$ cat src/rob_params.svh
// ##################################################################
// sizes of the reorder buffer and commit stage
// ring depth, tag, address and cause widths, port counts
// ##################################################################

`ifndef ROB_PARAMS_SVH
`define ROB_PARAMS_SVH

`define ROB_DEPTH  16                        // ring entries
`define ROB_TAG_W  4                         // log2 of the depth
`define XLEN       32                        // pc and target width
`define CAUSE_W    5                         // exception cause code
`define COMMIT_W   2                         // retire slots per cycle
`define EXEC_W     2                         // completion ports

// retire count runs 0..COMMIT_W
`define RET_CNT_W  ($clog2(`COMMIT_W + 1))

`endif
$ cat src/rob_pkg.sv
// ##################################################################
// shared types of the reorder buffer
// operation kinds, entry states, redirect kinds, entry payload
// ##################################################################

`include "rob_params.svh"

package rob_pkg;

    // kind of the dispatched operation
    typedef enum logic [1:0] {
        op_alu    = 2'd0,
        op_branch = 2'd1,
        op_system = 2'd2
    } op_kind_t;

    // life of one ring entry
    typedef enum logic [1:0] {
        st_empty    = 2'd0,   // free slot
        st_issued   = 2'd1,   // dispatched, result pending
        st_done_ok  = 2'd2,   // result back, clean
        st_done_exc = 2'd3    // result back, faulted
    } entry_state_t;

    // what the head asks of the front end
    typedef enum logic [1:0] {
        rd_none       = 2'd0,
        rd_exception  = 2'd1,
        rd_mispredict = 2'd2
    } redirect_kind_t;

    // pc and kind are written at dispatch, the rest at completion
    typedef struct packed {
        logic [`XLEN-1:0]    pc;
        op_kind_t            kind;
        logic                mispred;   // branch resolved wrong
        logic [`CAUSE_W-1:0] cause;
        logic [`XLEN-1:0]    target;    // correct next pc of a branch
    } rob_payload_t;

endpackage

$ cat src/rob_if.sv
// ##################################################################
// ring state shared by allocate, complete and retire
// pointers, retire count, flush, state array, payload reads
// ##################################################################

`timescale 1ns/1ps
`include "rob_params.svh"

interface rob_if import rob_pkg::*; ();

    logic [`ROB_TAG_W-1:0]                tail;           // next free entry
    logic [`ROB_TAG_W-1:0]                head;           // oldest entry
    logic [`RET_CNT_W-1:0]                retire_count;   // entries leaving this cycle
    logic                                 flush;          // head redirect, ring clears
    logic                                 alloc_fire;     // dispatch accepted

    entry_state_t [`ROB_DEPTH-1:0]        state;

    // payload read ports, one per retire slot
    logic [`COMMIT_W-1:0][`ROB_TAG_W-1:0] rd_idx;
    rob_payload_t [`COMMIT_W-1:0]         rd_data;

    modport alloc (
        output tail,
        output alloc_fire,
        output rd_data,
        input  head,
        input  retire_count,
        input  flush,
        input  rd_idx
    );

    modport complete (
        input  tail,
        input  alloc_fire,
        input  flush,
        input  head,
        input  retire_count,
        output state
    );

    modport retire (
        input  state,
        input  tail,
        input  rd_data,
        output head,
        output retire_count,
        output flush,
        output rd_idx
    );

endinterface

$ cat src/rob_commit_top.sv
// ##################################################################
// reorder buffer and commit stage top level
// plain ports, ring interface, allocate / complete / retire blocks
// ##################################################################

`timescale 1ns/1ps
`include "rob_params.svh"

module rob_commit_top import rob_pkg::*; (
    input  logic                                 clk,
    input  logic                                 rst,
    // dispatch
    input  logic                                 alloc_valid,
    input  logic [`XLEN-1:0]                     alloc_pc,
    input  op_kind_t                             alloc_kind,
    output logic [`ROB_TAG_W-1:0]                alloc_tag,
    output logic                                 rob_full,
    // completion from the execution ports
    input  logic [`EXEC_W-1:0]                   done_valid,
    input  logic [`EXEC_W-1:0][`ROB_TAG_W-1:0]   done_tag,
    input  logic [`EXEC_W-1:0]                   done_exc,
    input  logic [`EXEC_W-1:0]                   done_mispred,
    input  logic [`EXEC_W-1:0][`CAUSE_W-1:0]     done_cause,
    input  logic [`EXEC_W-1:0][`XLEN-1:0]        done_target,
    // commit and redirect
    input  logic [`XLEN-1:0]                     tvec,
    output logic [`COMMIT_W-1:0]                 commit_valid,
    output logic [`COMMIT_W-1:0][`ROB_TAG_W-1:0] commit_tag,
    output logic [`COMMIT_W-1:0][`XLEN-1:0]      commit_pc,
    output logic                                 redirect_valid,
    output logic [`XLEN-1:0]                     redirect_pc,
    output logic                                 exception,
    output logic [`XLEN-1:0]                     epc,
    output logic [`CAUSE_W-1:0]                  cause,
    output logic                                 rob_empty
);

    rob_if rif ();

    rob_alloc u_alloc (
        .clk          (clk),
        .rst          (rst),
        .alloc_valid  (alloc_valid),
        .alloc_pc     (alloc_pc),
        .alloc_kind   (alloc_kind),
        .alloc_tag    (alloc_tag),
        .rob_full     (rob_full),
        .done_valid   (done_valid),
        .done_tag     (done_tag),
        .done_mispred (done_mispred),
        .done_cause   (done_cause),
        .done_target  (done_target),
        .rif          (rif.alloc)
    );

    rob_complete u_complete (
        .clk        (clk),
        .rst        (rst),
        .done_valid (done_valid),
        .done_tag   (done_tag),
        .done_exc   (done_exc),
        .rif        (rif.complete)
    );

    rob_retire u_retire (
        .clk            (clk),
        .rst            (rst),
        .tvec           (tvec),
        .commit_valid   (commit_valid),
        .commit_tag     (commit_tag),
        .commit_pc      (commit_pc),
        .redirect_valid (redirect_valid),
        .redirect_pc    (redirect_pc),
        .exception      (exception),
        .epc            (epc),
        .cause          (cause),
        .rob_empty      (rob_empty),
        .rif            (rif.retire)
    );

endmodule

$ cat src/rob_retire.sv
// ##################################################################
// commit stage of the reorder buffer
// head pointer, in-order retire of up to two entries per cycle,
// exception and misprediction redirect at the head
// ##################################################################

`timescale 1ns/1ps
`include "rob_params.svh"

module rob_retire import rob_pkg::*; (
    input  logic                                 clk,
    input  logic                                 rst,
    input  logic [`XLEN-1:0]                     tvec,
    output logic [`COMMIT_W-1:0]                 commit_valid,
    output logic [`COMMIT_W-1:0][`ROB_TAG_W-1:0] commit_tag,
    output logic [`COMMIT_W-1:0][`XLEN-1:0]      commit_pc,
    output logic                                 redirect_valid,
    output logic [`XLEN-1:0]                     redirect_pc,
    output logic                                 exception,
    output logic [`XLEN-1:0]                     epc,
    output logic [`CAUSE_W-1:0]                  cause,
    output logic                                 rob_empty,
    rob_if.retire                                rif
);

    logic [`COMMIT_W-1:0][`ROB_TAG_W-1:0] slot_idx;     // head, head+1, ...
    entry_state_t [`COMMIT_W-1:0]         slot_state;
    logic [`COMMIT_W-1:0]                 slot_go;      // slot retires this cycle
    redirect_kind_t                       redir_kind;

    function automatic logic is_mispred(input rob_payload_t p);
        return (p.kind == op_branch) & p.mispred;
    endfunction

    always_comb begin
        for (int i = 0; i < `COMMIT_W; i++) begin
            slot_idx[i]   = rif.head + `ROB_TAG_W'(i);
            slot_state[i] = rif.state[slot_idx[i]];
        end
    end

    assign rif.rd_idx = slot_idx;

    // Slot 0 alone decides a redirect. A faulting head never commits; a
    // mispredicted branch commits and stops every younger slot. A younger
    // slot retires only behind a clean retire and only if it is clean itself.
    always_comb begin
        redir_kind = rd_none;
        slot_go    = '0;
        if (slot_state[0] == st_done_exc) begin
            redir_kind = rd_exception;
        end else if (slot_state[0] == st_done_ok) begin
            slot_go[0] = 1'b1;
            if (is_mispred(rif.rd_data[0]))
                redir_kind = rd_mispredict;
        end
        for (int i = 1; i < `COMMIT_W; i++) begin
            slot_go[i] = slot_go[i-1]
                       & (redir_kind == rd_none)
                       & (slot_state[i] == st_done_ok)
                       & ~is_mispred(rif.rd_data[i]);
        end
    end

    always_comb begin
        rif.retire_count = '0;
        for (int i = 0; i < `COMMIT_W; i++)
            rif.retire_count = rif.retire_count + `RET_CNT_W'(slot_go[i]);
    end

    assign rif.flush = (redir_kind != rd_none);

    // head == tail with a free head slot; full ring has a live head
    assign rob_empty = (rif.head == rif.tail) & (rif.state[rif.head] == st_empty);

    always_ff @(posedge clk) begin
        if (rst) begin
            rif.head       <= '0;
            commit_valid   <= '0;
            redirect_valid <= 1'b0;
            exception      <= 1'b0;
        end else begin
            // covers flush too: mispredict moves past the branch
            rif.head       <= rif.head + `ROB_TAG_W'(rif.retire_count);
            commit_valid   <= slot_go;
            redirect_valid <= rif.flush;
            exception      <= (redir_kind == rd_exception);
        end
    end

    always_ff @(posedge clk) begin
        for (int i = 0; i < `COMMIT_W; i++) begin
            commit_tag[i] <= slot_idx[i];
            commit_pc[i]  <= rif.rd_data[i].pc;
        end
        if (rif.flush) begin
            if (redir_kind == rd_exception)
                redirect_pc <= tvec;                      // trap entry
            else
                redirect_pc <= rif.rd_data[0].target;     // resolved branch target
        end
        if (redir_kind == rd_exception) begin
            epc   <= rif.rd_data[0].pc;
            cause <= rif.rd_data[0].cause;
        end
    end

endmodule

$ cat src/rob_complete.sv
// ##################################################################
// entry status array of the reorder buffer
// issue on dispatch, done on completion, empty on retire or flush
// ##################################################################

`timescale 1ns/1ps
`include "rob_params.svh"

module rob_complete import rob_pkg::*; (
    input  logic                               clk,
    input  logic                               rst,
    input  logic [`EXEC_W-1:0]                 done_valid,
    input  logic [`EXEC_W-1:0][`ROB_TAG_W-1:0] done_tag,
    input  logic [`EXEC_W-1:0]                 done_exc,
    rob_if.complete                            rif
);

    logic [`ROB_TAG_W-1:0] ret_idx [`COMMIT_W];   // entries retiring now
    logic [`EXEC_W-1:0]    done_hit;              // completion of a live entry

    always_comb begin
        for (int i = 0; i < `COMMIT_W; i++)
            ret_idx[i] = rif.head + `ROB_TAG_W'(i);
        // stray results for free slots are ignored
        for (int p = 0; p < `EXEC_W; p++)
            done_hit[p] = done_valid[p] & (rif.state[done_tag[p]] == st_issued);
    end

    // Retiring entries are done and a completing entry is still issued, so
    // the clears and the sets of one edge never target the same slot. A
    // full ring blocks dispatch, which keeps the tail off a retiring head.
    always_ff @(posedge clk) begin
        if (rst || rif.flush) begin
            for (int e = 0; e < `ROB_DEPTH; e++)
                rif.state[e] <= st_empty;
        end else begin
            for (int i = 0; i < `COMMIT_W; i++) begin
                if (i < rif.retire_count)
                    rif.state[ret_idx[i]] <= st_empty;
            end
            if (rif.alloc_fire)
                rif.state[rif.tail] <= st_issued;
            for (int p = 0; p < `EXEC_W; p++) begin
                if (done_hit[p]) begin
                    if (done_exc[p])
                        rif.state[done_tag[p]] <= st_done_exc;
                    else
                        rif.state[done_tag[p]] <= st_done_ok;
                end
            end
        end
    end

endmodule

$ cat src/rob_alloc.sv
// ##################################################################
// allocation side of the reorder buffer
// tail pointer, occupancy count and full flag, payload store
// ##################################################################

`timescale 1ns/1ps
`include "rob_params.svh"

module rob_alloc import rob_pkg::*; (
    input  logic                               clk,
    input  logic                               rst,
    input  logic                               alloc_valid,
    input  logic [`XLEN-1:0]                   alloc_pc,
    input  op_kind_t                           alloc_kind,
    output logic [`ROB_TAG_W-1:0]              alloc_tag,
    output logic                               rob_full,
    input  logic [`EXEC_W-1:0]                 done_valid,
    input  logic [`EXEC_W-1:0][`ROB_TAG_W-1:0] done_tag,
    input  logic [`EXEC_W-1:0]                 done_mispred,
    input  logic [`EXEC_W-1:0][`CAUSE_W-1:0]   done_cause,
    input  logic [`EXEC_W-1:0][`XLEN-1:0]      done_target,
    rob_if.alloc                               rif
);

    rob_payload_t          store [`ROB_DEPTH];   // one payload per entry
    logic [`ROB_TAG_W:0]   count;                // live entries, 0..depth

    assign rob_full       = (count == `ROB_DEPTH);
    assign alloc_tag      = rif.tail;             // new entry lands at tail
    assign rif.alloc_fire = alloc_valid & ~rob_full & ~rif.flush;

    always_ff @(posedge clk) begin
        if (rst) begin
            rif.tail <= '0;
            count    <= '0;
        end else if (rif.flush) begin
            // ring restarts empty right behind what retires now
            rif.tail <= rif.head + `ROB_TAG_W'(rif.retire_count);
            count    <= '0;
        end else begin
            if (rif.alloc_fire)
                rif.tail <= rif.tail + 1'b1;      // wraps at depth
            count <= count + (`ROB_TAG_W+1)'(rif.alloc_fire)
                           - (`ROB_TAG_W+1)'(rif.retire_count);
        end
    end

    always_ff @(posedge clk) begin
        if (rif.alloc_fire) begin
            store[rif.tail].pc      <= alloc_pc;
            store[rif.tail].kind    <= alloc_kind;
            store[rif.tail].mispred <= 1'b0;
        end
        // results land in any order
        for (int p = 0; p < `EXEC_W; p++) begin
            if (done_valid[p]) begin
                store[done_tag[p]].mispred <= done_mispred[p];
                store[done_tag[p]].cause   <= done_cause[p];
                store[done_tag[p]].target  <= done_target[p];
            end
        end
    end

    always_comb begin
        for (int i = 0; i < `COMMIT_W; i++)
            rif.rd_data[i] = store[rif.rd_idx[i]];   // async read for retire
    end

endmodule

$ cat config.mk
export PLATFORM = sky130hd
export DESIGN_NAME = rob_commit_top
export DESIGN_NICKNAME = d
export VERILOG_FILES = /design/src/rob_pkg.sv /design/src/rob_if.sv /design/src/rob_commit_top.sv /design/src/rob_retire.sv /design/src/rob_complete.sv /design/src/rob_alloc.sv
export VERILOG_INCLUDE_DIRS = /design/src /design/src/src
export SDC_FILE = /design/constraint.sdc
export NUM_CORES = 2
export LEC_CHECK = 0
export BUFFER_PORTS_ARGS = -buffer_cell sky130_fd_sc_hd__buf_2
export CAP_MARGIN = 20
export CORE_ASPECT_RATIO = 1.25
export CORE_MARGIN = 2
export CORE_UTILIZATION = 35
export DETAILED_ROUTE_END_ITERATION = 10
export PLACE_DENSITY_LB_ADDON = 0.1
export SKIP_LAST_GASP = 1
export SLEW_MARGIN = 15
export SYNTH_ARGS = -nofsm -noshare
export SYNTH_HDL_FRONTEND = slang
export SYNTH_SLANG_ARGS = --single-unit
export TNS_END_PERCENT = 30
$ cat constraint.sdc
create_clock -name clk -period 7.65 [get_ports clk]
set_input_delay 0.3825 -clock clk [delete_from_list [all_inputs] [get_ports clk]]
set_output_delay 0.3825 -clock clk [all_outputs]
set_load 0.1 [all_outputs]
==> results.md <==
Detailed routing:
- In this run the remaining antenna-violating nets after routing total 0.
- The mean number of vias per cell is between 6 and 7.
- The count of TritonRoute iterations in the first routing pass is 6.
- The routed wire length is ~220000 um.
- The total DRC errors in the routed layout is 0.
- The routed layout has between 30000 and 40000 vias.
- The DRC violation total after the first TritonRoute iteration is roughly 3300.
- The average detailed-routed wire length per instance is ~35 um.

Job:
- The max-capacitance violation count is 0.

Critical path:
- The required time of the critical path is around 8300 ps.
- The worst-case register-to-register setup slack is 1990 ps.
- In this run the worst path has a maximum fanout of 51.
- The worst path arrival time is roughly 6300 ps.
- The endpoint kind of the worst setup timing path is a flip-flop.
- On the critical path the largest part of the delay comes from adder cells.
- By startpoint and endpoint, the worst setup path is classified as reg -> reg.
- The sort of element at the start of the critical path is a flip-flop.
- The critical-path cell with the highest stage delay is sky130_fd_sc_hd__dfxtp_4.
- On the worst path, the slowest cell contributes a delay of 950 ps.
- By instance count, the cell type seen most on the critical path is sky130_fd_sc_hd__ha_1.
- Together, buffers and inverters on the worst path number 4.
- Traced cell by cell, the critical path runs through buf_4 > ha_1 > xnor2_2 > buf_4 > inv_1 > a2111oi_2 > ha_1 > ha_1 > inv_1 > ha_1 > fa_1 > a21oi_1 > nor2_1 > nor2_1 > xnor2_1 > nor2_1.

Outcome:
- The flow ran to the end, and the final reports show no timing, DRC or antenna violations.

Cells and area:
- The growth of design area from synthesis to finish is 15.10%.
- The design area is between 0.07 and 0.08 mm^2.
- The utilization after layout is 40.52%.
- The count of nets after finishing is 3860.
- The finished layout holds between 6000 and 7000 standard cells, fillers aside.
- The share of post-route cells with drive strength above 1 is about a third.

Clock network:
- The H-tree was split into 4 levels.
- The tree is rooted in a sky130_fd_sc_hd__clkbuf_16.
- The number of setup buffers added after CTS is 0.
- The number of clock buffers added by TritonCTS is ~150.
- TritonCTS built the clock tree.
- The tree built by TritonCTS fans out to 1342 sinks.
- The number of buffers inserted by hold repair at cts is 65.
- The number of cells upsized or downsized after cts is 0.
- The clock passes through at most 3 buffers.
- The clock edge transition at the registers on the reported setup and hold paths is ~70 ps.
- At the later pin of the worst-skew pair, clock insertion delay measures approximately 800 ps.

Pwr:
- The analysis attributes to cell leakage a power of 0.02112 uW.
- Total power for the finished layout comes to ~17000 uW.
- VDD sags by at most 0.1867 mV.
- The power per cell area is between 200 and 250 mW/mm^2.

Yosys:
- The synthesized-area fraction occupied by adder cells is less than 1%.
- Sorting the synthesized cells by area gives the leading types as sky130_fd_sc_hd__edfxtp_1 59%, sky130_fd_sc_hd__mux4_2 19%, sky130_fd_sc_hd__a22o_1 8.6%.
- Counting every instance in the synthesized netlist gives 3502.
- The netlist area before placement is ~0.062 mm^2.
- The mean area per synthesized cell is roughly 18 um^2.
- After Yosys synthesis, XOR and XNOR cells account for less than 1% of the synthesized area.
- Summed over all instances, the cell type with the most area after synthesis is sky130_fd_sc_hd__edfxtp_1.
- The dominant register cell in the synthesized netlist is sky130_fd_sc_hd__edfxtp_1.
- The fraction of synthesis flops using an asynchronous set or reset pin is 0%.
- The simple-gate share of the synthesized area is 2.573%.
- The number of synthesized flops with an enable pin is between 1000 and 1500.
- The share of cell area taken by muxes after synthesis is 20.00%.
- The sequential fraction of the synthesis area is between 60% and 70%.
- By area, the combinational part of the netlist is dominated by multiplexers.
- The flip-flop and latch count after synthesis is ~1300.
- The post-synthesis compound-gate area fraction is about a tenth.
- When the netlist entered floorplanning its net count stood at roughly 3700.
- The unique cell type count in the Yosys netlist is 64.
- After synthesis, the largest area contributor takes up around three fifths of total cell area.
- For this run, the number of Yosys warnings is 0.

Timing:
- In the final timing run, aggregate negative setup slack is 0 ps.
- The period utilization is 74.00%.
- The number of slew-limit violations in the final report was 0.
- The final-report hold violation count is 0.
- Setup repair after global routing left no endpoint under its margin.
- For the pin with the worst max-slew slack, the measured transition is approximately 1100 ps.
- The number of endpoints failing setup at the final stage is 0.
- For this run, the top clock speed supported by timing is about 180 MHz.
- The shortest clock period the worst path allows after layout is ~5700 ps.
- The headroom to the max-slew limit is 24.37%.
- The clock arrives with about 26 ps of skew.

Global route:
- The via count of the first global-routing pass is between 30000 and 40000.
- The initial antenna violation count is a little under 50.
- The first-pass GRT wire length is about 300000 um.
- The total congestion overflow after global routing is 0.
- The maximum number of pins on one net before global-route repair is 63.
- For this run, the total global-route usage over all layers was measured as 23.61%.

Placement:
- The standard cell area after detailed placement is 0.06582 mm^2.
- The quantity of I/O buffers inserted on ports is just over 300.
- The placed wire-length estimate after detailed placement is roughly 120000 um.
- The global placement routability congestion is around 0.86.
- Including well taps, the total number of placed cells is 5816.

Floorplan:
- The die covers approximately 0.18 mm^2.
- The number of standard-cell rows in the floorplan is approximately 170.
- The height of the chip is about 470 um.
- The die outline width is about 380 um.
- The number of I/O pins is 308.
- The starting utilization of the core area is around a third.
- The core box area is between 0.15 and 0.2 mm^2.

Min path:
- The class of the tightest hold or removal check is in -> reg.
==> sequential cells by signal, indices dropped and copies added (netlist names) <==
name / flops
u_retire.exception: 1
u_retire.redirect_valid: 1
u_complete.rif.state: 32
u_retire.cause: 5
u_retire.epc: 32
u_retire.commit_pc: 64
u_retire.commit_valid: 2
u_alloc.alloc_tag: 4
u_retire.redirect_pc: 32
u_retire.commit_tag: 8
u_alloc.store: 1152
u_retire.rif.head: 4
u_alloc.count: 5
==> power breakdown <==
part | internal, uW | switching [uW] | total (uW)
Combinational | 402 | 1100 | 1500
Clock | 4100 | 3050 | 7150
Sequential | 8270 | 113 | 8380
Total | 12800 | 4250 | 17000
==> placed cells by master (no fill, tap or decap), drive strengths merged, types with 5 or more instances in the layout <==
| cell type | netlist | layout |
|---|---|---|
| nor3 | 12 | 12 |
| a21oi | 43 | 43 |
| a22o | 609 | 609 |
| a311oi | 18 | 18 |
| mux2i | 6 | 6 |
| a22oi | 6 | 6 |
| clkbuf | 244 | 204 |
| mux2 | 34 | 34 |
| clkinv | 0 | 46 |
| or2 | 13 | 13 |
| bufinv | 0 | 10 |
| dlygate4sd3 | 0 | 65 |
| dfxtp | 121 | 121 |
| nand2 | 60 | 60 |
| ha | 21 | 21 |
| nand2b | 22 | 22 |
| nor3b | 10 | 10 |
| a211oi | 9 | 9 |
| nor2 | 80 | 80 |
| nor4b | 6 | 6 |
| inv | 35 | 40 |
| xnor2 | 12 | 12 |
| and3b | 5 | 5 |
| o21ai | 28 | 28 |
| nand3 | 33 | 33 |
| edfxtp | 1221 | 1221 |
| mux4 | 530 | 530 |
| a31oi | 8 | 8 |
| a32oi | 13 | 13 |
| nor2b | 14 | 14 |
| and3 | 7 | 7 |
| diode | 0 | 9 |
| nand3b | 13 | 13 |
| buf | 199 | 408 |
| o211ai | 12 | 12 |
| a21boi | 5 | 5 |
| and2 | 9 | 9 |
==> metrics by stage <==
step / worst slack, ps / hold WS, ps
4_1_cts: 1904 / 21.25
2_1_floorplan: 2076 / 329.0
6_report: 1989 / 77.70
3_3_place_gp: 1960 / 570.3
5_1_grt: 1597 / 53.49
3_5_place_dp: 1918 / 578.6
==> per-layer routing <==
| metal | vias to the layer above | global-route usage, % | share of wire [%] |
|---|---|---|---|
| met1 | 19820 | 29.68 | 40 |
| met4 | 52 | 8.203 | 3.4 |
| met3 | 493 | 5.292 | 6.9 |
| met5 | - | 0 | 0.14 |
| met2 | 1604 | 40.11 | 50 |
| li1 | 15130 | - | - |
==> final timing paths <==
path,startpoint,cells after the start,endpoint
max,u_retire.rif.head[1],16,u_alloc.count[4]
min,alloc_kind[1],1,u_alloc.store[0][39]
max reg2reg,u_retire.rif.head[1],16,u_alloc.count[4]
min reg2reg,u_alloc.count[0],2,u_alloc.count[0]
==> final cells by class <==
cell class	instances	area (um^2)
diodes	9	22.52
clock buffers	204	4099
clock inverters	65	659.4
fillers	15860	104600
inverters	35	135.1
multi-input cells	1682	21330
flip-flops and latches	1342	39100
well taps	2349	2939
repair buffers	473	2958
==> Yosys cell counts (8+ instances only) <==
cell                          n
sky130_fd_sc_hd__buf_6       12
sky130_fd_sc_hd__a311oi_1    18
sky130_fd_sc_hd__mux4_2     530
sky130_fd_sc_hd__a32oi_1     13
sky130_fd_sc_hd__nand3_1     33
sky130_fd_sc_hd__a21oi_1     43
sky130_fd_sc_hd__mux2_2      34
sky130_fd_sc_hd__buf_2       59
sky130_fd_sc_hd__and2_1       9
sky130_fd_sc_hd__buf_1      124
sky130_fd_sc_hd__nor2_1      79
sky130_fd_sc_hd__clkbuf_1   244
sky130_fd_sc_hd__edfxtp_1  1221
sky130_fd_sc_hd__a22o_1     609
sky130_fd_sc_hd__o21ai_0     28
sky130_fd_sc_hd__or2_2       13
sky130_fd_sc_hd__nand2_1     60
sky130_fd_sc_hd__xnor2_1     12
sky130_fd_sc_hd__nor3b_1     10
sky130_fd_sc_hd__a31oi_1      8
sky130_fd_sc_hd__nor3_1      11
sky130_fd_sc_hd__inv_1       34
sky130_fd_sc_hd__nand2b_1    22
sky130_fd_sc_hd__ha_1        21
sky130_fd_sc_hd__a211oi_1     9
sky130_fd_sc_hd__nand3b_1    13
sky130_fd_sc_hd__nor2b_1     14
sky130_fd_sc_hd__o211ai_1    12
sky130_fd_sc_hd__dfxtp_1    121
==> cell families after synthesis <==
kind of cell	after synthesis
and+or+nand+nor	303
muxes	570
buffers and inverters	478
AOI/OAI and AO/OA	771
DFF	1342
xor gates and xnor gates	15
adders and majority gates	23
==> worst register-to-register path, cell delays in order, from the launching register on <==
cell and delay (ps):
sky130_fd_sc_hd__dfxtp_4 950, sky130_fd_sc_hd__buf_4 710, sky130_fd_sc_hd__ha_1 460, sky130_fd_sc_hd__xnor2_2 140
sky130_fd_sc_hd__buf_4 680, sky130_fd_sc_hd__inv_1 290, sky130_fd_sc_hd__a2111oi_2 420, sky130_fd_sc_hd__ha_1 360
sky130_fd_sc_hd__ha_1 300, sky130_fd_sc_hd__inv_1 40, sky130_fd_sc_hd__ha_1 200, sky130_fd_sc_hd__fa_1 470
sky130_fd_sc_hd__a21oi_1 180, sky130_fd_sc_hd__nor2_1 50, sky130_fd_sc_hd__nor2_1 120, sky130_fd_sc_hd__xnor2_1 130
sky130_fd_sc_hd__nor2_1 50
(Power assumes the default switching activity.)
